## src/common/flag_pkg.sv

```systemverilog
// In-flight flag definitions

package flag_pkg;

  // physical register number width, 64 registers
  localparam int ADDR_WIDTH = 6;

  localparam int NUM_CLEAR = 2;
  localparam int NUM_READ = 2;

  typedef logic [ADDR_WIDTH-1:0] reg_addr_t;

  // sweep length, one entry per cycle
  function automatic int init_cycles(int addr_width);
    return 1 << addr_width;
  endfunction

  localparam int INIT_CYCLES = init_cycles(ADDR_WIDTH);

endpackage

```

## src/common/flag_write_if.sv

```systemverilog
// Flag write bus
`timescale 1ns/1ps

interface flag_write_if #(
  parameter int ADDR_WIDTH = flag_pkg::ADDR_WIDTH,
  parameter int NUM_CLEAR = flag_pkg::NUM_CLEAR
);

  // staged clears, one per clear port
  logic [NUM_CLEAR-1:0] clr_valid;
  logic [NUM_CLEAR-1:0][ADDR_WIDTH-1:0] clr_addr;

  // allocation, same cycle as presented
  logic alloc_valid;
  logic [ADDR_WIDTH-1:0] alloc_addr;

  // init sweep
  logic sweep_valid;
  logic [ADDR_WIDTH-1:0] sweep_addr;
  logic init_busy;

  modport writer (
    output clr_valid, clr_addr, alloc_valid, alloc_addr,
    output sweep_valid, sweep_addr, init_busy
  );

  modport store (
    input clr_valid, clr_addr, alloc_valid, alloc_addr, sweep_valid, sweep_addr
  );

  modport bypass (
    input clr_valid, clr_addr, init_busy
  );

endinterface

```

## src/verilog/flag_write_stage.sv

```systemverilog
// Flag write stage and init sweep
`timescale 1ns/1ps

module flag_write_stage #(
  parameter int ADDR_WIDTH = flag_pkg::ADDR_WIDTH,
  parameter int NUM_CLEAR = flag_pkg::NUM_CLEAR
) (
  input  logic                                 clk,
  input  logic                                 rst,
  input  logic [NUM_CLEAR-1:0]                 clr_valid,
  input  logic [NUM_CLEAR-1:0][ADDR_WIDTH-1:0] clr_addr,
  input  logic                                 alloc_valid,
  input  logic [ADDR_WIDTH-1:0]                alloc_addr,
  flag_write_if.writer                         wr
);

  localparam int LAST_ENTRY = flag_pkg::init_cycles(ADDR_WIDTH) - 1;

  logic [NUM_CLEAR-1:0]                 clr_valid_q;
  logic [NUM_CLEAR-1:0][ADDR_WIDTH-1:0] clr_addr_q;
  logic [ADDR_WIDTH-1:0]                sweep_cnt;
  logic                                 busy;

  // clear strobes, one cycle behind the ports
  always_ff @(posedge clk)
  begin
    if (rst)
    begin
      clr_valid_q <= '0;
    end
    else
    begin
      clr_valid_q <= clr_valid;
    end
  end

  always_ff @(posedge clk)
  begin
    clr_addr_q <= clr_addr;
  end

  // sweep from entry 0 upward, busy drops after the last one
  always_ff @(posedge clk)
  begin
    if (rst)
    begin
      sweep_cnt <= '0;
      busy <= 1'b1;
    end
    else if (busy)
    begin
      sweep_cnt <= sweep_cnt + 1'b1;
      if (sweep_cnt == ADDR_WIDTH'(LAST_ENTRY))
      begin
        busy <= 1'b0;
      end
    end
  end

  assign wr.clr_valid = clr_valid_q;
  assign wr.clr_addr = clr_addr_q;

  // allocations go straight to storage
  assign wr.alloc_valid = alloc_valid;
  assign wr.alloc_addr = alloc_addr;

  assign wr.sweep_valid = busy;
  assign wr.sweep_addr = sweep_cnt;
  assign wr.init_busy = busy;

  // the core stays quiet until the array is initialized
  a_quiet_during_init: assert property (
    @(posedge clk) disable iff (rst)
    busy |-> !(|clr_valid) && !alloc_valid
  );

endmodule

```

## src/verilog/flag_store.sv

```systemverilog
// In-flight flag array
`timescale 1ns/1ps

module flag_store #(
  parameter int ADDR_WIDTH = flag_pkg::ADDR_WIDTH,
  parameter int NUM_READ = flag_pkg::NUM_READ
) (
  input  logic                                clk,
  flag_write_if.store                         wr,
  input  logic [NUM_READ-1:0][ADDR_WIDTH-1:0] rd_addr,
  output logic [NUM_READ-1:0]                 rd_flag
);

  localparam int DEPTH = 1 << ADDR_WIDTH;
  localparam int NUM_CLR = $bits(wr.clr_valid);

  // 1 means result still in flight
  logic [DEPTH-1:0] flags;

  // later writes win: sweep, then clears, then allocation
  always_ff @(posedge clk)
  begin
    if (wr.sweep_valid)
    begin
      flags[wr.sweep_addr] <= 1'b0;
    end
    for (int i = 0; i < NUM_CLR; i++)
    begin
      if (wr.clr_valid[i])
      begin
        flags[wr.clr_addr[i]] <= 1'b0;
      end
    end
    if (wr.alloc_valid)
    begin
      flags[wr.alloc_addr] <= 1'b1;
    end
  end

  for (genvar p = 0; p < NUM_READ; p++)
  begin : g_rd
    assign rd_flag[p] = flags[rd_addr[p]];
  end

  // two writeback ports never retire the same register together
  for (genvar i = 0; i < NUM_CLR; i++)
  begin : g_clr_a
    for (genvar j = i + 1; j < NUM_CLR; j++)
    begin : g_clr_b
      a_clr_distinct: assert property (
        @(posedge clk)
        wr.clr_valid[i] && wr.clr_valid[j] |-> wr.clr_addr[i] != wr.clr_addr[j]
      );
    end
  end

endmodule

```

## src/verilog/flag_read_port.sv

```systemverilog
// Flag read port with clear bypass
`timescale 1ns/1ps

module flag_read_port #(
  parameter int ADDR_WIDTH = flag_pkg::ADDR_WIDTH,
  parameter int NUM_CLEAR = flag_pkg::NUM_CLEAR
) (
  input  logic                               clk,
  input  logic                               rst,
  input  logic                               read_clk_en,
  input  logic [ADDR_WIDTH-1:0]              read_addr,
  input  logic                               read_const,
  // {valid, addr} of each clear port as presented
  input  logic [NUM_CLEAR-1:0][ADDR_WIDTH:0] live_clr,
  output logic [ADDR_WIDTH-1:0]              store_addr,
  input  logic                               store_flag,
  flag_write_if.bypass                       bypass,
  output logic                               read_data
);

  logic [ADDR_WIDTH-1:0] addr_q;
  logic                  const_q;
  logic                  init_q;
  logic                  clr_hit;

  // init_q comes out of reset set, array contents are unknown until swept
  always_ff @(posedge clk)
  begin
    if (rst)
    begin
      addr_q <= '0;
      const_q <= 1'b0;
      init_q <= 1'b1;
    end
    else if (read_clk_en)
    begin
      addr_q <= read_addr;
      const_q <= read_const;
      init_q <= bypass.init_busy;
    end
  end

  assign store_addr = addr_q;

  // a clear reads 0 while live and while staged
  always_comb
  begin
    clr_hit = 1'b0;
    for (int c = 0; c < NUM_CLEAR; c++)
    begin
      if (live_clr[c][ADDR_WIDTH] && live_clr[c][ADDR_WIDTH-1:0] == addr_q)
      begin
        clr_hit = 1'b1;
      end
      if (bypass.clr_valid[c] && bypass.clr_addr[c] == addr_q)
      begin
        clr_hit = 1'b1;
      end
    end
  end

  assign read_data = store_flag & ~clr_hit & ~const_q & ~init_q;

  // once swept every entry holds a known value
  a_known_after_init: assert property (
    @(posedge clk) disable iff (rst)
    !bypass.init_busy |-> !$isunknown(read_data)
  );

endmodule

```

## src/verilog/inflight_flags.sv

```systemverilog
// Register in-flight flag file
`timescale 1ns/1ps

module inflight_flags #(
  parameter int ADDR_WIDTH = $bits(flag_pkg::reg_addr_t),
  parameter int NUM_CLEAR = flag_pkg::NUM_CLEAR,
  parameter int NUM_READ = flag_pkg::NUM_READ
) (
  input  logic                                 clk,
  input  logic                                 rst,
  input  logic [NUM_CLEAR-1:0]                 clr_valid,
  input  logic [NUM_CLEAR-1:0][ADDR_WIDTH-1:0] clr_addr,
  input  logic                                 alloc_valid,
  input  logic [ADDR_WIDTH-1:0]                alloc_addr,
  input  logic                                 read_clk_en,
  input  logic [NUM_READ-1:0][ADDR_WIDTH-1:0]  read_addr,
  input  logic [NUM_READ-1:0]                  read_const,
  output logic [NUM_READ-1:0]                  read_data,
  output logic                                 init_busy
);

  logic [NUM_READ-1:0][ADDR_WIDTH-1:0] store_addr;
  logic [NUM_READ-1:0]                 store_flag;
  logic [NUM_CLEAR-1:0][ADDR_WIDTH:0]  live_clr;

  flag_write_if #(
    .ADDR_WIDTH (ADDR_WIDTH),
    .NUM_CLEAR  (NUM_CLEAR)
  ) wr_bus ();

  flag_write_stage #(
    .ADDR_WIDTH (ADDR_WIDTH),
    .NUM_CLEAR  (NUM_CLEAR)
  ) i_write_stage (
    .clk         (clk),
    .rst         (rst),
    .clr_valid   (clr_valid),
    .clr_addr    (clr_addr),
    .alloc_valid (alloc_valid),
    .alloc_addr  (alloc_addr),
    .wr          (wr_bus.writer)
  );

  flag_store #(
    .ADDR_WIDTH (ADDR_WIDTH),
    .NUM_READ   (NUM_READ)
  ) i_store (
    .clk     (clk),
    .wr      (wr_bus.store),
    .rd_addr (store_addr),
    .rd_flag (store_flag)
  );

  for (genvar c = 0; c < NUM_CLEAR; c++)
  begin : g_live
    assign live_clr[c] = {clr_valid[c], clr_addr[c]};
  end

  for (genvar p = 0; p < NUM_READ; p++)
  begin : g_port
    flag_read_port #(
      .ADDR_WIDTH (ADDR_WIDTH),
      .NUM_CLEAR  (NUM_CLEAR)
    ) i_read_port (
      .clk         (clk),
      .rst         (rst),
      .read_clk_en (read_clk_en),
      .read_addr   (read_addr[p]),
      .read_const  (read_const[p]),
      .live_clr    (live_clr),
      .store_addr  (store_addr[p]),
      .store_flag  (store_flag[p]),
      .bypass      (wr_bus.bypass),
      .read_data   (read_data[p])
    );
  end

  assign init_busy = wr_bus.init_busy;

endmodule

```

## config.mk

```make
export PLATFORM = sky130hd
export DESIGN_NAME = inflight_flags
export DESIGN_NICKNAME = d
export VERILOG_FILES = /design/src/common/flag_pkg.sv /design/src/common/flag_write_if.sv /design/src/verilog/flag_write_stage.sv /design/src/verilog/flag_store.sv /design/src/verilog/flag_read_port.sv /design/src/verilog/inflight_flags.sv
export SDC_FILE = /design/constraint.sdc
export NUM_CORES = 1
export LEC_CHECK = 0
export BUFFER_PORTS_ARGS = -buffer_cell sky130_fd_sc_hd__buf_4
export CAP_MARGIN = 5
export CORE_MARGIN = 4
export CORE_UTILIZATION = 30
export DETAILED_ROUTE_END_ITERATION = 10
export PLACE_DENSITY_LB_ADDON = 0.05
export SYNTH_ARGS = -nofsm -noshare
export SYNTH_HDL_FRONTEND = slang
export SYNTH_SLANG_ARGS = --single-unit
```

## constraint.sdc

```tcl
create_clock -name clk -period 4.8 [get_ports clk]
set_input_delay 0.96 -clock clk [delete_from_list [all_inputs] [get_ports clk]]
set_output_delay 0.96 -clock clk [all_outputs]
set_load 0.05 [all_outputs]
```

-- After elaboration in Yosys (flattened, before gate mapping)
Cells that the tools add are included.
- flip-flop bits (word level): 100
- input bits: 38
- order comparisons: 10
- equality and inequality tests: 9
- bitwise operators: 18
- $add $sub $neg: 1
- muxes and demuxes: 26
- reduce and logical (&&, ||, !) cells: 12
- operators with widths (cell ; number):
    $mux W64 ; 4
    $and A64 B64 Y64 ; 3
    $not A64 Y64 ; 3
    $or A64 B64 Y64 ; 1
    $eq A6 B6 Y1 ; 8
    $lt A6 B7 Y1 const B ; 6
    $demux W1 S6 ; 4
    $ge A6 B1 Y1 const B ; 4
    $mux W1 ; 16
    $bmux W1 S6 ; 2
    $logic_and A1 B1 Y1 ; 12
    $add A6 B1 Y6 const B ; 1
    $and A1 B1 Y1 ; 6
    $eq A6 B6 Y1 const B ; 1
    $not A1 Y1 ; 5

-- Logic depth before layout (Yosys ltp)
Gate-level depths: netlist of run 1.
- word-level depth: 13
- depth in mapped cells: 9
- depth with buffers taken out: 5

-- Cells and area by module
Synthesis of run 1 repeated with hierarchy kept, for this count alone.
- cells, all modules: 700
- area total of the unflattened synthesis: 6377.4 um2
- modules (own cells, without submodules) (module ; cells an instance ; instances ; sequential area each (um2) ; area an instance (um2)):
    flag_store ; 512 ; 1 ; 1281.2 ; 4504.3
    flag_read_port ; 67 ; 2 ; 160.2 ; 616.8
    flag_write_stage ; 54 ; 1 ; 420.4 ; 639.4

-- Worst setup path after synthesis of run 1
Ideal clock, no wire load.
- path type: input port to output port
- start point: in clr_addr[6] in the netlist's numbering
- end point: out read_data[0]
- data arrival time: 2.137 ns
- path slack: 1.703 ns
- stages: 6
- path buffers: 1
- cell sequence: xnor2_1 nand4_1 o41ai_1 or4_1 a211oi_1 buf_4
- word-level cells in the longest chain between the ends: 8
- RTL lines (item ; line ; text):
    start: declaration ; inflight_flags.sv:12 ; input logic [NUM_CLEAR-1:0][ADDR_WIDTH-1:0] clr_addr,
    $eq A6 B6 Y1 ; flag_read_port.sv:51 ; if (live_clr[c][ADDR_WIDTH] && live_clr[c][ADDR_WIDTH-1:0] == addr_q)
    $logic_and A1 B1 Y1 ; flag_read_port.sv:51 ;
    $mux W1 ; flag_read_port.sv:51 ;
    $mux W1 ; flag_read_port.sv:55 ; if (bypass.clr_valid[c] && bypass.clr_addr[c] == addr_q)
    $not A1 Y1 ; flag_read_port.sv:62 ; assign read_data = store_flag & ~clr_hit & ~const_q & ~init_q;
    $and A1 B1 Y1 (3 in series) ; flag_read_port.sv:62 ;
    end: declaration ; inflight_flags.sv:18 ; output logic [NUM_READ-1:0] read_data,
No other way between the ends.

-- Final worst setup path of run 1
- start point: reg g_port[0].i_read_port.addr_q[0]
- end point: out read_data[0]
- word-level cells in the longest chain between the ends: 10
- elaborated cells on any way between the ends: 18
- RTL lines (item ; line ; text):
    start: declaration ; flag_read_port.sv:21 ; logic [ADDR_WIDTH-1:0] addr_q;
    start signal: assignment ; flag_read_port.sv:37 ; addr_q <= read_addr;
    $eq A6 B6 Y1 ; flag_read_port.sv:51 ;
    $logic_and A1 B1 Y1 ; flag_read_port.sv:51 ;
    $mux W1 ; flag_read_port.sv:51 ;
    $mux W1 ; flag_read_port.sv:55 ;
    $mux W1 ; flag_read_port.sv:51 ;
    $mux W1 ; flag_read_port.sv:55 ;
    $not A1 Y1 ; flag_read_port.sv:62 ;
    $and A1 B1 Y1 * (3 in series) ; flag_read_port.sv:62 ;
Every way passes the cells marked *; elsewhere a longest branch is shown, timed or not. The select of a mux whose other input is x is not followed.

==> results of run 1 <==
## per-stage QoR
stage	instance area (um2)	hold slack [ns]	setup slack, ns
global placement	6580	0.477	1.12
finish	6890	0.484	0.795
global route	6890	0.518	0.637
CTS	6890	0.490	0.827
floorplan	6120	0.449	1.70
detailed placement	6580	0.481	1.12
## state kept, by name (all words and copies together) (netlist names)
register	cells
i_store.flags	64
i_write_stage.wr.init_busy	1
g_port.i_read_port.store_addr	12
i_write_stage.wr.clr_addr	12
g_port.i_read_port.const_q	2
i_write_stage.wr.clr_valid	2
g_port.i_read_port.init_q	1
i_write_stage.wr.sweep_addr	6
## final timing paths
path         cells after the start                        end
max                              7               read_data[0]
min                              2  i_store.flags[16]$_DFF_P_
max reg2reg                      4  i_store.flags[57]$_DFF_P_
min reg2reg                      2  i_store.flags[16]$_DFF_P_
## report_power, final
part | switching, mW | internal [mW] | leakage [nW]
registers | 0.157 | 0.979 | 0.834
clock network | 0.359 | 0.424 | 0.146
logic | 0.255 | 0.252 | 1.46
total | 0.772 | 1.65 | 2.44
## placed cells by master, fill, tap and decap left out, types with 16 or more instances in the layout
cell type and instances:
dfxtp_1 100, nand2_1 86, nand3_1 69, a22oi_1 66, o21ai_0 59, nor2_1 49, buf_4 48, mux2i_1 28
xor2_1 26, xnor2_1 25, mux4_2 16
## cell usage after synthesis, types with 2 or more instances
library cell	count	area (um2)
nand4_1	11	68.8
xor2_1	26	228
nor4_1	6	37.5
or4_1	2	15.0
a22oi_1	66	495
o41ai_1	2	17.5
inv_1	6	22.5
mux2_2	5	56.3
nor3_1	11	55.1
xnor2_1	25	219
a211oi_1	6	45.0
mux4_2	16	360
buf_1	6	22.5
a31oi_1	2	12.5
or3b_2	2	17.5
buf_2	11	55.1
o211ai_1	2	15.0
nand3b_1	5	37.5
and3_1	3	18.8
a21oi_1	2	10.0
nand3_1	69	345
nand2b_1	11	68.8
a2111oi_0	2	17.5
nand2_1	86	323
a22o_1	2	17.5
nor2_1	49	184
buf_4	7	52.6
o31ai_1	4	30.0
dfxtp_1	100	2000
and3b_1	5	43.8
buf_6	2	22.5
clkbuf_1	27	101
nor3b_1	10	75.1
mux4_1	10	263
o21ai_0	59	295
nor2b_1	11	68.8
a32o_1	3	30.0
mux2i_1	28	280
## logic make-up (layout without fill, tap and decap cells)
| group | after synthesis | after routing | share of synthesized area (%) |
|---|---|---|---|
| and+or+nand+nor | 283 | 283 | 22.5 |
| xor gates and xnor gates | 51 | 51 | 7.29 |
| buffers and inverters | 60 | 70 | 4.76 |
| muxes | 59 | 59 | 15.7 |
| DFF | 100 | 100 | 32.7 |
| AOI/OAI and AO/OA | 156 | 156 | 16.9 |
| adders and majority gates | 1 | 1 | 0.204 |
## routing by layer
layer / GRT usage [%] / vias to the layer above / part of all wire (%)
li1: - / 2634 / -
met1: 32.2 / 2859 / 46
met2: 35.0 / 278 / 44
met3: 5.98 / 40 / 7.9
met4: 6.94 / 0 / 2.3
met5: 0 / - / 0
## area by class of cell
class	instances	area [um2]
clock buffer	10	239
clock inverter	6	71.3
fill	2084	12900
inverter	6	22.5
multi-input combinational	550	3860
sequential	100	2000
tap	265	332
timing repair buffer	48	360
## critical path, cell delays in order (launching register included)
cell and delay, ns:
dfxtp_1 0.88, buf_4 0.35, mux4_1 0.65, mux2i_1 0.17, a211oi_1 0.10, o21ai_0 0.21
a211oi_1 0.12, buf_4 0.20
==> flow_summary.html, run 1 <==
<table>
<tr><th>Metric</th><th>Value</th></tr>
<tr><th colspan="2">CTS</th></tr>
<tr><td>Clock buffer depth</td><td>2</td></tr>
<tr><td>Clk_lat worst skew</td><td>0.36 ns</td></tr>
<tr><td>Number of clock sinks</td><td>100</td></tr>
<tr><td>Hold buffer count at cts</td><td>0</td></tr>
<tr><td>Register clock-pin slew on the reported worst setup and hold paths</td><td>0.08 ns</td></tr>
<tr><td>H-tree depth</td><td>3</td></tr>
<tr><td>Number of setup buffers added after CTS</td><td>0</td></tr>
<tr><td>Clock tree from TritonCTS</td><td>done</td></tr>
<tr><td>Number of buffers created by CTS</td><td>9</td></tr>
<tr><td>Post-cts repair resize count</td><td>0</td></tr>
<tr><td>Buffer type at the clock tree root</td><td>clkbuf_16</td></tr>
<tr><th colspan="2">Worst setup path</th></tr>
<tr><td>Required time worst endpoint</td><td>3.84 ns</td></tr>
<tr><td>CP Data Arrival Time</td><td>3.04 ns</td></tr>
<tr><td>CP Launch Type</td><td>flop</td></tr>
<tr><td>Capturing element type of the critical path</td><td>output pin</td></tr>
<tr><td>Critical path start-end classification</td><td>reg -&gt; out</td></tr>
<tr><td>Maximum fanout encountered on the critical timing path</td><td>10</td></tr>
<tr><td>Source of the worst register-to-register timing path</td><td>i_write_stage.wr.clr_addr[0]$_DFF_P_</td></tr>
<tr><td>First element of the critical path</td><td>g_port[0].i_read_port.store_addr[0]$_SDFFE_PP0P_</td></tr>
<tr><td>R2R setup slack</td><td>2.57 ns</td></tr>
<tr><th colspan="2">Detailed routing</th></tr>
<tr><td>Post-route antenna net violation count</td><td>0</td></tr>
<tr><td>Average vias per placed instance</td><td>roughly 6</td></tr>
<tr><td>Overall routed net length</td><td>26,200 um</td></tr>
<tr><td>Avg WL per Cell</td><td>roughly 27 um</td></tr>
<tr><td>Drt drc</td><td>0</td></tr>
<tr><td>Vias after detailed routing</td><td>5,811</td></tr>
<tr><td>1st-iter DRT viols</td><td>590</td></tr>
<tr><td>Number of optimization iterations in the first detailed-route pass</td><td>5</td></tr>
<tr><th colspan="2">Floorplanning</th></tr>
<tr><td>Core Rows</td><td>51</td></tr>
<tr><td>Overall die height</td><td>151 um</td></tr>
<tr><td>Count of boundary I/O pins</td><td>41</td></tr>
<tr><td>Initial Util</td><td>31.0%</td></tr>
<tr><td>Core Box Area</td><td>19,800 um2</td></tr>
<tr><td>Die footprint</td><td>about 23,000 um2</td></tr>
<tr><td>Horizontal die dimension</td><td>151 um</td></tr>
<tr><th colspan="2">Yosys</th></tr>
<tr><td>Number of synthesis warnings</td><td>0</td></tr>
<tr><td>Post-synth cell types</td><td>48</td></tr>
<tr><td>Number of synthesized flops with an enable pin</td><td>0</td></tr>
<tr><td>Net Count, Synth</td><td>around 750</td></tr>
<tr><td>Syn Area/Cell</td><td>8.62 um2</td></tr>
<tr><td>Prevailing post-synth register cell</td><td>dfxtp_1</td></tr>
<tr><td>Share of the yosys chip area belonging to registers</td><td>32.7%</td></tr>
<tr><td>Synthesis-stage register bit count</td><td>100</td></tr>
<tr><td>Summed instance area of the synthesized netlist</td><td>6120 um2</td></tr>
<tr><td>Post-synth ARST share</td><td>0%</td></tr>
<tr><td>Post-synthesis instance total</td><td>710</td></tr>
<tr><th colspan="2">Timing</th></tr>
<tr><td>Unrepaired setup endpoints after global routing</td><td>no</td></tr>
<tr><td>Hold violation total from the final report</td><td>0</td></tr>
<tr><td>Final-layout setup total negative slack</td><td>0 ns</td></tr>
<tr><td>Clock skew after layout</td><td>~0.0064 ns</td></tr>
<tr><td>Fin crit period</td><td>between 4 and 5 ns</td></tr>
<tr><td>Final critical-path share of the clock period</td><td>83.4%</td></tr>
<tr><td>Final setup viols</td><td>0</td></tr>
<tr><td>Worst Max-Slew Pin Slew</td><td>1.25 ns</td></tr>
<tr><td>Number of pins with negative max-slew slack in the final report</td><td>0</td></tr>
<tr><td>Max_slew headroom</td><td>16.5%</td></tr>
<tr><td>Maximum achievable frequency</td><td>about 0.25 GHz</td></tr>
<tr><th colspan="2">Pwr</th></tr>
<tr><td>Worst supply voltage drop on vdd</td><td>0.153 mV</td></tr>
<tr><td>Leakage Power</td><td>2.44 nW</td></tr>
<tr><td>Pwr/cell area</td><td>352 nW/um2</td></tr>
<tr><td>Post-layout total power</td><td>2.43 mW</td></tr>
<tr><th colspan="2">Min path</th></tr>
<tr><td>Hold Startpoint</td><td>i_store.flags[16]$_DFF_P_</td></tr>
<tr><td>Hold/Removal Path Class</td><td>reg -&gt; reg</td></tr>
<tr><th colspan="2">Global routing</th></tr>
<tr><td>Largest net degree at the start of global routing</td><td>29</td></tr>
<tr><td>Via count of the first global-routing pass</td><td>around 5,700</td></tr>
<tr><td>Global-route wire length before repair</td><td>between 30,000 and 40,000 um</td></tr>
<tr><td>Leftover overflow at the end of global routing</td><td>0</td></tr>
<tr><td>Overall global routing resource usage</td><td>23.1%</td></tr>
<tr><td>Number of antenna violations at the first check in global routing</td><td>0</td></tr>
<tr><th colspan="2">Cells and area</th></tr>
<tr><td>Layout overhead on the synthesized area</td><td>12.5%</td></tr>
<tr><td>Fraction of layout instances using a drive strength above 1</td><td>13.1%</td></tr>
<tr><td>Antenna diode count</td><td>0</td></tr>
<tr><td>Non-filler cells in the finished layout</td><td>985</td></tr>
<tr><td>Final #Nets</td><td>754</td></tr>
<tr><td>Post-route core utilization</td><td>34.8%</td></tr>
<tr><th colspan="2">Run</th></tr>
<tr><td>Max-cap violations</td><td>0</td></tr>
<tr><th colspan="2">Placement</th></tr>
<tr><td>HPWL reported at the end of detailed placement</td><td>17,700 um</td></tr>
<tr><td>Gpl congestion</td><td>0.911</td></tr>
<tr><td>Number of port buffers</td><td>40</td></tr>
<tr><td>Cell total after placement</td><td>~970</td></tr>
<tr><th colspan="2">Run status</th></tr>
<tr><td>Result of the run</td><td>finished, final reports clean</td></tr>
</table>
No activity file was read; power rests on OpenSTA's default activity.
==> run 2: changes to the inputs <==
Settings changed: ABC_AREA set to 1.
Clock period 4.8 ns to 4 ns, I/O delays scaled along.
==> run 2 against run 1 <==
Critical path depth grew 3; global-route usage rose by 3.6 points; via count increased by 33%; clock skew is 0.0098 ns higher; combinational power grew 79%; area after synthesis increased by 6.8%; cell count grew 37%; synthesized cell count up 48%; setup slack worse by 0.26 ns; critical path type unchanged; critical endpoint is now read_data[1].
==> flow_summary.html, run 2 <==
<table>
<tr><th>Metric</th><th>Value</th></tr>
<tr><th colspan="2">CTS</th></tr>
<tr><td>Buffer type at the clock tree root</td><td>clkbuf_16 (unchanged)</td></tr>
<tr><td>Hold buffer count at cts</td><td>0 (unchanged)</td></tr>
<tr><td>Register clock-pin slew on the reported worst setup and hold paths</td><td>0.08 ns (about the same)</td></tr>
<tr><td>Number of setup buffers added after CTS</td><td>0 (unchanged)</td></tr>
<tr><td>Clock tree from TritonCTS</td><td>done (unchanged)</td></tr>
<tr><td>Clk_lat worst skew</td><td>0.37 ns (was 0.36 ns)</td></tr>
<tr><td>Number of buffers created by CTS</td><td>9 (unchanged)</td></tr>
<tr><td>H-tree depth</td><td>3 (unchanged)</td></tr>
<tr><td>Clock buffer depth</td><td>2 (unchanged)</td></tr>
<tr><td>Number of clock sinks</td><td>100 (unchanged)</td></tr>
<tr><td>Post-cts repair resize count</td><td>0 (unchanged)</td></tr>
<tr><th colspan="2">Yosys</th></tr>
<tr><td>Area share of fa/ha/maj cells after synthesis</td><td>0.191% (was 0.204%)</td></tr>
<tr><td>Share of Yosys cell area claimed by the top area cell type</td><td>30.6% (was 32.7%)</td></tr>
<tr><td>Number of synthesis warnings</td><td>0 (unchanged)</td></tr>
<tr><td>Net Count, Synth</td><td>1,087 (was 749)</td></tr>
<tr><td>Share of the yosys chip area belonging to registers</td><td>30.6% (was 32.7%)</td></tr>
<tr><td>Post-synthesis instance total</td><td>1,048 (was 710)</td></tr>
<tr><td>Post-synth cell types</td><td>36 (was 48)</td></tr>
<tr><td>Summed instance area of the synthesized netlist</td><td>6540 um2 (was 6120 um2)</td></tr>
<tr><td>Number of synthesized flops with an enable pin</td><td>0 (unchanged)</td></tr>
<tr><td>Post-Synth Simple-Gate Area</td><td>35.0% (was 22.5%)</td></tr>
<tr><td>Synth Area in Compound Gates</td><td>22.2% (was 16.9%)</td></tr>
<tr><td>Main combinational cell family by area after synthesis</td><td>simple AND/OR/NAND/NOR gates (unchanged)</td></tr>
<tr><td>Share of the synthesized netlist area taken by xor and xnor gates</td><td>0.670% (was 7.29%)</td></tr>
<tr><td>Post-synthesis mux area share</td><td>0% (was 15.7%)</td></tr>
<tr><td>Post-synth ARST share</td><td>0% (unchanged)</td></tr>
<tr><td>Synthesis-stage register bit count</td><td>100 (unchanged)</td></tr>
<tr><td>Prevailing post-synth register cell</td><td>dfxtp_1 (unchanged)</td></tr>
<tr><td>Cell taking the most area after synthesis</td><td>dfxtp_1 (unchanged)</td></tr>
<tr><td>Leading post-synthesis cells by instance count</td><td>nand2_1 (291), nand3_1 (144), inv_1 (126), dfxtp_1 (100), o21ai_0 (84) (was dfxtp_1 (100), nand2_1 (86), nand3_1 (69), a22oi_1 (66), o21ai_0 (59))</td></tr>
<tr><td>Most frequently used cell type in the post-synthesis netlist</td><td>nand2_1 (was dfxtp_1)</td></tr>
<tr><td>Syn Area/Cell</td><td>6.24 um2 (was 8.62 um2)</td></tr>
<tr><td>Ranking of synthesized cells by area</td><td>dfxtp_1 (31%), nand2_1 (17%), nand3_1 (11%), inv_1 (7.2%), o221ai_1 (6.8%) (was dfxtp_1 (33%), a22oi_1 (8.1%), mux4_2 (5.9%), nand3_1 (5.6%), nand2_1 (5.3%))</td></tr>
<tr><th colspan="2">Cells and area</th></tr>
<tr><td>Antenna diode count</td><td>0 (unchanged)</td></tr>
<tr><td>Leading cell type in the layout, fill and taps excluded</td><td>nand2_1 (was dfxtp_1)</td></tr>
<tr><td>Register with the most flip-flops</td><td>i_store.flags (unchanged)</td></tr>
<tr><td>Flip-flop count of the largest register after layout</td><td>64 (unchanged)</td></tr>
<tr><td>Fraction of layout instances using a drive strength above 1</td><td>7.38% (was 13.1%)</td></tr>
<tr><td>Post-route core utilization</td><td>34.5% (was 34.8%)</td></tr>
<tr><td>Most used cells in the layout excluding fill and tap cells</td><td>nand2_1 (291), nand3_1 (144), inv_1 (126) (was dfxtp_1 (100), nand2_1 (86), nand3_1 (69))</td></tr>
<tr><td>Final #Nets</td><td>1,106 (was 754)</td></tr>
<tr><td>Layout overhead on the synthesized area</td><td>12.0% (was 12.5%)</td></tr>
<tr><td>Fill cell total of the finished layout</td><td>2,442 (was 2,084)</td></tr>
<tr><th colspan="2">Global routing</th></tr>
<tr><td>Leftover overflow at the end of global routing</td><td>0 (unchanged)</td></tr>
<tr><td>Via count of the first global-routing pass</td><td>7,079 (was 5,705)</td></tr>
<tr><td>Overall global routing resource usage</td><td>26.6% (was 23.1%)</td></tr>
<tr><td>Largest net degree at the start of global routing</td><td>39 (was 29)</td></tr>
<tr><td>Global-route wire length before repair</td><td>47,700 um (was 37,800 um)</td></tr>
<tr><td>Number of antenna violations at the first check in global routing</td><td>0 (unchanged)</td></tr>
<tr><th colspan="2">Worst setup path</th></tr>
<tr><td>CP Launch Type</td><td>flop (unchanged)</td></tr>
<tr><td>WP depth</td><td>10 (was 7)</td></tr>
<tr><td>Cell with the largest stage delay on the worst path</td><td>inv_1 (was dfxtp_1)</td></tr>
<tr><td>Maximum fanout encountered on the critical timing path</td><td>22 (was 10)</td></tr>
<tr><td>Worst R2R Path Depth</td><td>6 (was 4)</td></tr>
<tr><td>End point of the critical path</td><td>read_data[1] (was read_data[0])</td></tr>
<tr><td>Buffers plus inverters on the worst setup path</td><td>2 (unchanged)</td></tr>
<tr><td>R2R setup slack</td><td>1.84 ns (was 2.57 ns)</td></tr>
<tr><td>CP delay by family, top</td><td>buffers and inverters (was flip-flops)</td></tr>
<tr><td>CP Data Arrival Time</td><td>2.66 ns (was 3.04 ns)</td></tr>
<tr><td>First element of the critical path</td><td>g_port[1].i_read_port.store_addr[1]$_SDFFE_PP0P_ (was g_port[0].i_read_port.store_addr[0]$_SDFFE_PP0P_)</td></tr>
<tr><td>Capturing element type of the critical path</td><td>output pin (unchanged)</td></tr>
<tr><td>Required time worst endpoint</td><td>3.20 ns (was 3.84 ns)</td></tr>
<tr><td>Source of the worst register-to-register timing path</td><td>i_write_stage.wr.clr_valid[0]$_SDFF_PP0_ (was i_write_stage.wr.clr_addr[0]$_DFF_P_)</td></tr>
<tr><td>Capture point of the worst reg-to-reg path</td><td>i_store.flags[16]$_DFF_P_ (was i_store.flags[57]$_DFF_P_)</td></tr>
<tr><td>Cell-by-cell trace of the critical path</td><td>inv_1 -&gt; nand3_1 -&gt; nand2_1 -&gt; nand2_1 -&gt; nand3_1 -&gt; nand3_1 -&gt; nand2_1 -&gt; nor2_1 -&gt; nor2_1 -&gt; buf_4 (was buf_4 -&gt; mux4_1 -&gt; mux2i_1 -&gt; a211oi_1 -&gt; o21ai_0 -&gt; a211oi_1 -&gt; buf_4)</td></tr>
<tr><td>Critical path start-end classification</td><td>reg -&gt; out (unchanged)</td></tr>
<tr><td>Slowest Stage Delay on Critical Path</td><td>0.84 ns (was 0.88 ns)</td></tr>
<tr><th colspan="2">Timing</th></tr>
<tr><td>Worst Max-Slew Pin Slew</td><td>1.17 ns (was 1.25 ns)</td></tr>
<tr><td>Number of pins with negative max-slew slack in the final report</td><td>0 (unchanged)</td></tr>
<tr><td>Final setup viols</td><td>0 (unchanged)</td></tr>
<tr><td>Maximum achievable frequency</td><td>approximately 0.29 GHz</td></tr>
<tr><td>Unrepaired setup endpoints after global routing</td><td>no (unchanged)</td></tr>
<tr><td>Final critical-path share of the clock period</td><td>just under 90%</td></tr>
<tr><td>Hold violation total from the final report</td><td>0 (unchanged)</td></tr>
<tr><td>Final-layout setup total negative slack</td><td>0 ns (unchanged)</td></tr>
<tr><td>Max_slew headroom</td><td>21.9% (was 16.5%)</td></tr>
<tr><td>Clock skew after layout</td><td>0.0162 ns (was 0.00641 ns)</td></tr>
<tr><td>Final WS setup</td><td>0.537 ns (was 0.795 ns)</td></tr>
<tr><td>Fin crit period</td><td>3.46 ns</td></tr>
<tr><th colspan="2">Placement</th></tr>
<tr><td>HPWL reported at the end of detailed placement</td><td>22,200 um (was 17,700 um)</td></tr>
<tr><td>Number of port buffers</td><td>40 (unchanged)</td></tr>
<tr><td>Setup WS pre-CTS</td><td>0.994 ns (was 1.12 ns)</td></tr>
<tr><td>Gpl congestion</td><td>0.904 (was 0.911)</td></tr>
<tr><th colspan="2">Detailed routing</th></tr>
<tr><td>Vias after detailed routing</td><td>7,751 (was 5,811)</td></tr>
<tr><td>Post-route antenna net violation count</td><td>0 (unchanged)</td></tr>
<tr><td>Avg WL per Cell</td><td>24.5 um (was 26.6 um)</td></tr>
<tr><td>1st-iter DRT viols</td><td>1,014 (was 590)</td></tr>
<tr><td>Overall routed net length</td><td>32,900 um (was 26,200 um)</td></tr>
<tr><td>Number of optimization iterations in the first detailed-route pass</td><td>5 (unchanged)</td></tr>
<tr><td>Average vias per placed instance</td><td>5.76 (was 5.90)</td></tr>
<tr><td>Drt drc</td><td>0 (unchanged)</td></tr>
<tr><th colspan="2">Min path</th></tr>
<tr><td>Hold/Removal Path Class</td><td>reg -&gt; reg (unchanged)</td></tr>
<tr><td>Cell depth of the worst min-delay path</td><td>2 (unchanged)</td></tr>
<tr><td>Hold Startpoint</td><td>i_store.flags[34]$_DFF_P_ (was i_store.flags[16]$_DFF_P_)</td></tr>
<tr><th colspan="2">Floorplanning</th></tr>
<tr><td>Core Rows</td><td>53 (was 51)</td></tr>
<tr><td>Overall die height</td><td>156 um (was 151 um)</td></tr>
<tr><td>Count of boundary I/O pins</td><td>41 (unchanged)</td></tr>
<tr><td>Core Box Area</td><td>21,200 um2 (was 19,800 um2)</td></tr>
<tr><td>Initial Util</td><td>30.8% (was 31.0%)</td></tr>
<tr><td>Die footprint</td><td>24,200 um2 (was 22,800 um2)</td></tr>
<tr><td>Horizontal die dimension</td><td>156 um (was 151 um)</td></tr>
<tr><th colspan="2">Run status</th></tr>
<tr><td>Result of the run</td><td>finished, final reports clean (unchanged)</td></tr>
<tr><th colspan="2">Pwr</th></tr>
<tr><td>Worst supply voltage drop on vdd</td><td>0.176 mV (was 0.153 mV)</td></tr>
<tr><td>Post-layout total power</td><td>3.16 mW (was 2.43 mW)</td></tr>
<tr><td>Pwr/cell area</td><td>431 nW/um2 (was 352 nW/um2)</td></tr>
<tr><td>Leakage Power</td><td>3.30 nW (was 2.44 nW)</td></tr>
<tr><th colspan="2">Run</th></tr>
<tr><td>Max-cap violations</td><td>0 (unchanged)</td></tr>
</table>
run 2: through the flow:
stage	instances	instance area, um2	hold WS [ns]
finish	1346	7320	0.493
global route	1346	7320	0.536
CTS	1346	7320	0.488
detailed placement	1331	7020	0.477
global placement	1331	7020	0.479
floorplan	1048	6540	0.458
run 2: logic make-up after synthesis:
group / Yosys count
DFF: 100
xor gates and xnor gates: 5
buffers and inverters: 174
and+or+nand+nor: 530
adders and majority gates: 1
AOI/OAI and AO/OA: 238
run 2: how the worst min path moves through the flow:
stage	slack, ns	endpoint
floorplan	0.46	i_store.flags[34]$_DFF_P_
global placement	0.48	i_store.flags[34]$_DFF_P_
detailed placement	0.48	i_store.flags[34]$_DFF_P_
CTS	0.49	i_store.flags[34]$_DFF_P_
global route	0.54	i_store.flags[61]$_DFF_P_
finish	0.49	i_store.flags[34]$_DFF_P_
run 2: area by class of cell:
type / count / area [um2] / share of cell area (%)
Clock buffer: 11 / 233 / 3.18
Tap cell: 275 / 344 / 4.70
Multi-Input combinational cell: 774 / 3800 / 51.8
Timing Repair Buffer: 50 / 375 / 5.12
Clock inverter: 4 / 75.1 / 1.02
Sequential cell: 100 / 2000 / 27.3
Inverter: 132 / 498 / 6.80
run 2: tightest hold or removal path, cell delays in order (launching register included):
cell and delay [ns]:
dfxtp_1 0.32, o221ai_1 0.06, o22ai_1 0.06
run 2: metal layers:
| metal | wire length [um] | up-vias | track usage [%] | part of all wire, % |
|---|---|---|---|---|
| li1 | - | 3588 | - | - |
| met1 | 15100 | 3711 | 38.7 | 46 |
| met2 | 14300 | 390 | 40.9 | 44 |
| met3 | 2600 | 62 | 4.02 | 7.9 |
| met4 | 912 | 0 | 7.42 | 2.8 |
| met5 | 0 | - | 0 | 0 |
run 2: power by group:
group	leakage, nW	internal (mW)	switching (mW)
logic	2.32	0.314	0.593
clock network	0.142	0.547	0.430
registers	0.835	1.17	0.106
total	3.30	2.03	1.13
==> run 3: changes to the inputs <==
Settings changed: PLACE_DENSITY set to 0.44, PLACE_DENSITY_LB_ADDON 0.05 to not set.
==> run 3 against run 2 <==
Sequential cell count unchanged; worst hold slack gained 0.0058 ns; critical path depth unchanged; die area unchanged; fmax shrank 1.8%; register-to-register slack lost 0.15 ns; sequential share of layout area rose by 0.13 points; cell area down 0.48%; via count shrank 0.14%; routed wire length decreased by 4.7%; highest routed layer unchanged.
==> flow_summary.html, run 3 (synthesized netlist as in run 2, its figures left out) <==
<table>
<tr><th>Metric</th><th>Value</th></tr>
<tr><th colspan="2">Floorplanning</th></tr>
<tr><td>Count of boundary I/O pins</td><td>41 (unchanged)</td></tr>
<tr><td>Horizontal die dimension</td><td>156 um (unchanged)</td></tr>
<tr><td>Overall die height</td><td>156 um (unchanged)</td></tr>
<tr><td>Die footprint</td><td>24,200 um2 (unchanged)</td></tr>
<tr><td>Core Rows</td><td>53 (unchanged)</td></tr>
<tr><td>Initial Util</td><td>30.8% (unchanged)</td></tr>
<tr><td>Core Box Area</td><td>21,200 um2 (unchanged)</td></tr>
<tr><th colspan="2">Placement</th></tr>
<tr><td>Setup WS pre-CTS</td><td>0.876 ns (was 0.994 ns)</td></tr>
<tr><td>HPWL reported at the end of detailed placement</td><td>22,900 um (was 22,200 um)</td></tr>
<tr><td>Number of port buffers</td><td>40 (unchanged)</td></tr>
<tr><td>Gpl congestion</td><td>0.971 (was 0.904)</td></tr>
<tr><th colspan="2">Detailed routing</th></tr>
<tr><td>Overall routed net length</td><td>31,400 um (was 32,900 um)</td></tr>
<tr><td>Number of optimization iterations in the first detailed-route pass</td><td>7 (was 5)</td></tr>
<tr><td>Drt drc</td><td>0 (unchanged)</td></tr>
<tr><td>Average vias per placed instance</td><td>5.76 (about the same)</td></tr>
<tr><td>Post-route antenna net violation count</td><td>0 (unchanged)</td></tr>
<tr><td>Vias after detailed routing</td><td>7,740 (was 7,751)</td></tr>
<tr><td>1st-iter DRT viols</td><td>879 (was 1,014)</td></tr>
<tr><td>Avg WL per Cell</td><td>23.3 um (was 24.5 um)</td></tr>
<tr><th colspan="2">Global routing</th></tr>
<tr><td>Overall global routing resource usage</td><td>25.7% (was 26.6%)</td></tr>
<tr><td>Number of antenna violations at the first check in global routing</td><td>0 (unchanged)</td></tr>
<tr><td>Largest net degree at the start of global routing</td><td>39 (unchanged)</td></tr>
<tr><td>Via count of the first global-routing pass</td><td>7,341 (was 7,079)</td></tr>
<tr><td>Global-route wire length before repair</td><td>46,700 um (was 47,700 um)</td></tr>
<tr><td>Leftover overflow at the end of global routing</td><td>0 (unchanged)</td></tr>
<tr><th colspan="2">CTS</th></tr>
<tr><td>Number of clock sinks</td><td>100 (unchanged)</td></tr>
<tr><td>Clk_lat worst skew</td><td>0.37 ns (about the same)</td></tr>
<tr><td>Hold buffer count at cts</td><td>0 (unchanged)</td></tr>
<tr><td>Clock buffer depth</td><td>2 (unchanged)</td></tr>
<tr><td>Number of buffers created by CTS</td><td>9 (unchanged)</td></tr>
<tr><td>Clock tree from TritonCTS</td><td>done (unchanged)</td></tr>
<tr><td>Number of setup buffers added after CTS</td><td>0 (unchanged)</td></tr>
<tr><td>H-tree depth</td><td>3 (unchanged)</td></tr>
<tr><td>Buffer type at the clock tree root</td><td>clkbuf_16 (unchanged)</td></tr>
<tr><td>Post-cts repair resize count</td><td>0 (unchanged)</td></tr>
<tr><td>Register clock-pin slew on the reported worst setup and hold paths</td><td>0.08 ns (about the same)</td></tr>
<tr><th colspan="2">Timing</th></tr>
<tr><td>Fin crit period</td><td>3.53 ns (was 3.46 ns)</td></tr>
<tr><td>Worst Max-Slew Pin Slew</td><td>1.17 ns (about the same)</td></tr>
<tr><td>Final critical-path share of the clock period</td><td>88.2% (was 86.6%)</td></tr>
<tr><td>Final WS setup</td><td>0.473 ns (was 0.537 ns)</td></tr>
<tr><td>Number of pins with negative max-slew slack in the final report</td><td>0 (unchanged)</td></tr>
<tr><td>Final setup viols</td><td>0 (unchanged)</td></tr>
<tr><td>Hold violation total from the final report</td><td>0 (unchanged)</td></tr>
<tr><td>Unrepaired setup endpoints after global routing</td><td>no (unchanged)</td></tr>
<tr><td>Clock skew after layout</td><td>0.00759 ns (was 0.0162 ns)</td></tr>
<tr><td>Final-layout setup total negative slack</td><td>0 ns (unchanged)</td></tr>
<tr><td>Maximum achievable frequency</td><td>0.284 GHz (was 0.289 GHz)</td></tr>
<tr><td>Max_slew headroom</td><td>21.9% (about the same)</td></tr>
<tr><th colspan="2">Worst setup path</th></tr>
<tr><td>Cell-by-cell trace of the critical path</td><td>inv_1 -&gt; or2_2 -&gt; nand3_1 -&gt; nor2_1 -&gt; nand2_1 -&gt; nand3_1 -&gt; nor2_1 -&gt; nand2_1 -&gt; nor2_1 -&gt; buf_4 (was inv_1 -&gt; nand3_1 -&gt; nand2_1 -&gt; nand2_1 -&gt; nand3_1 -&gt; nand3_1 -&gt; nand2_1 -&gt; nor2_1 -&gt; nor2_1 -&gt; buf_4)</td></tr>
<tr><td>Critical path start-end classification</td><td>reg -&gt; out (unchanged)</td></tr>
<tr><td>Slowest Stage Delay on Critical Path</td><td>0.70 ns (was 0.84 ns)</td></tr>
<tr><td>Required time worst endpoint</td><td>3.20 ns (about the same)</td></tr>
<tr><td>Cell with the largest stage delay on the worst path</td><td>dfxtp_1 (was inv_1)</td></tr>
<tr><td>Most frequent cell on the critical path</td><td>nor2_1</td></tr>
<tr><td>Maximum fanout encountered on the critical timing path</td><td>13 (was 22)</td></tr>
<tr><td>CP Launch Type</td><td>flop (unchanged)</td></tr>
<tr><td>CP Data Arrival Time</td><td>2.73 ns (was 2.66 ns)</td></tr>
<tr><td>Capturing element type of the critical path</td><td>output pin (unchanged)</td></tr>
<tr><th colspan="2">Pwr</th></tr>
<tr><td>Leakage Power</td><td>3.29 nW (was 3.30 nW)</td></tr>
<tr><td>Worst supply voltage drop on vdd</td><td>0.184 mV (was 0.176 mV)</td></tr>
<tr><td>Post-layout total power</td><td>3.11 mW (was 3.16 mW)</td></tr>
<tr><td>Pwr/cell area</td><td>427 nW/um2 (was 431 nW/um2)</td></tr>
<tr><th colspan="2">Min path</th></tr>
<tr><td>Hold/Removal Path Class</td><td>reg -&gt; reg (unchanged)</td></tr>
<tr><th colspan="2">Cells and area</th></tr>
<tr><td>Layout overhead on the synthesized area</td><td>11.5% (was 12.0%)</td></tr>
<tr><td>Final #Nets</td><td>1,103 (was 1,106)</td></tr>
<tr><td>Register with the most flip-flops</td><td>i_store.flags (unchanged)</td></tr>
<tr><td>Fraction of layout instances using a drive strength above 1</td><td>7.39% (was 7.38%)</td></tr>
<tr><td>Most used cells in the layout excluding fill and tap cells</td><td>nand2_1 (291), nand3_1 (144), inv_1 (126) (unchanged)</td></tr>
<tr><td>Antenna diode count</td><td>0 (unchanged)</td></tr>
<tr><td>Leading cell type in the layout, fill and taps excluded</td><td>nand2_1 (unchanged)</td></tr>
<tr><td>Flip-flop count of the largest register after layout</td><td>64 (unchanged)</td></tr>
<tr><th colspan="2">Run</th></tr>
<tr><td>Max-cap violations</td><td>0 (unchanged)</td></tr>
<tr><th colspan="2">Run status</th></tr>
<tr><td>Result of the run</td><td>finished, final reports clean (unchanged)</td></tr>
</table>
==> run 3: cell count changes in the layout (fill, tap and decap cells not counted), moves of 2 or more <==
cell | previous run | this run
clkinvlp_4 | 2 | 0
inv_6 | 0 | 2
clkbuf_8 | 0 | 2
bufinv_16 | 2 | 0
buf_4 | 50 | 47
clkbuf_1 | 2 | 0
==> run 3: final cells by class <==
| type | instances | area (um2) |
|---|---|---|
| clock inverters | 5 | 42.5 |
| flip-flops and latches | 100 | 2000 |
| fillers | 2420 | 13900 |
| multi-input cells | 774 | 3800 |
| repair buffers | 47 | 353 |
| well taps | 275 | 344 |
| inverters | 132 | 498 |
| clock buffers | 11 | 253 |
==> run 3: power breakdown <==
| group | total [mW] | switching [mW] | internal (mW) |
|---|---|---|---|
| combinational | 0.900 | 0.589 | 0.311 |
| sequential | 1.29 | 0.117 | 1.17 |
| clock | 0.924 | 0.457 | 0.467 |
==> run 3: per-stage QoR <==
stage | hold slack, ns | instance area [um2] | std cells | util (%)
after detailed placement | 0.484 | 6990 | 1328 | 33.0
after floorplan | 0.458 | 6540 | 1048 | -
final | 0.499 | 7290 | 1344 | 34.4
after global routing | 0.521 | 7290 | 1344 | 34.4
after global placement | 0.481 | 6990 | 1328 | 33.0
after CTS | 0.495 | 7290 | 1344 | 34.4
==> run 3: final timing paths <==
path | depth (start not counted) | to | from | slack (ns)
setup reg to reg | 6 | i_store.flags[16]$_DFF_P_ | i_write_stage.wr.clr_valid[0]$_SDFF_PP0_ | 1.69
hold / removal | 2 | i_store.flags[34]$_DFF_P_ | i_store.flags[34]$_DFF_P_ | 0.50
setup / recovery | 10 | read_data[0] | g_port[0].i_read_port.store_addr[2]$_SDFFE_PP0P_ | 0.47
hold reg to reg | 2 | i_store.flags[34]$_DFF_P_ | i_store.flags[34]$_DFF_P_ | 0.50
==> run 3: routing by layer <==
layer  up-vias  track usage (%)  wire length (um)
met5         -                0                 0
met1      3620             34.1             13300
met3       113             6.82              2860
met4         0             11.7              1510
li1       3596                -                 -
met2       411             39.1             13700
==> run 3: worst max-delay path: cells and delay by family (launching register included) <==
| family | cells | cell delay, ns |
|---|---|---|
| buffers and inverters | 2 | 0.66 |
| flip-flops | 1 | 0.70 |
| AND/OR/NAND/NOR | 8 | 0.99 |
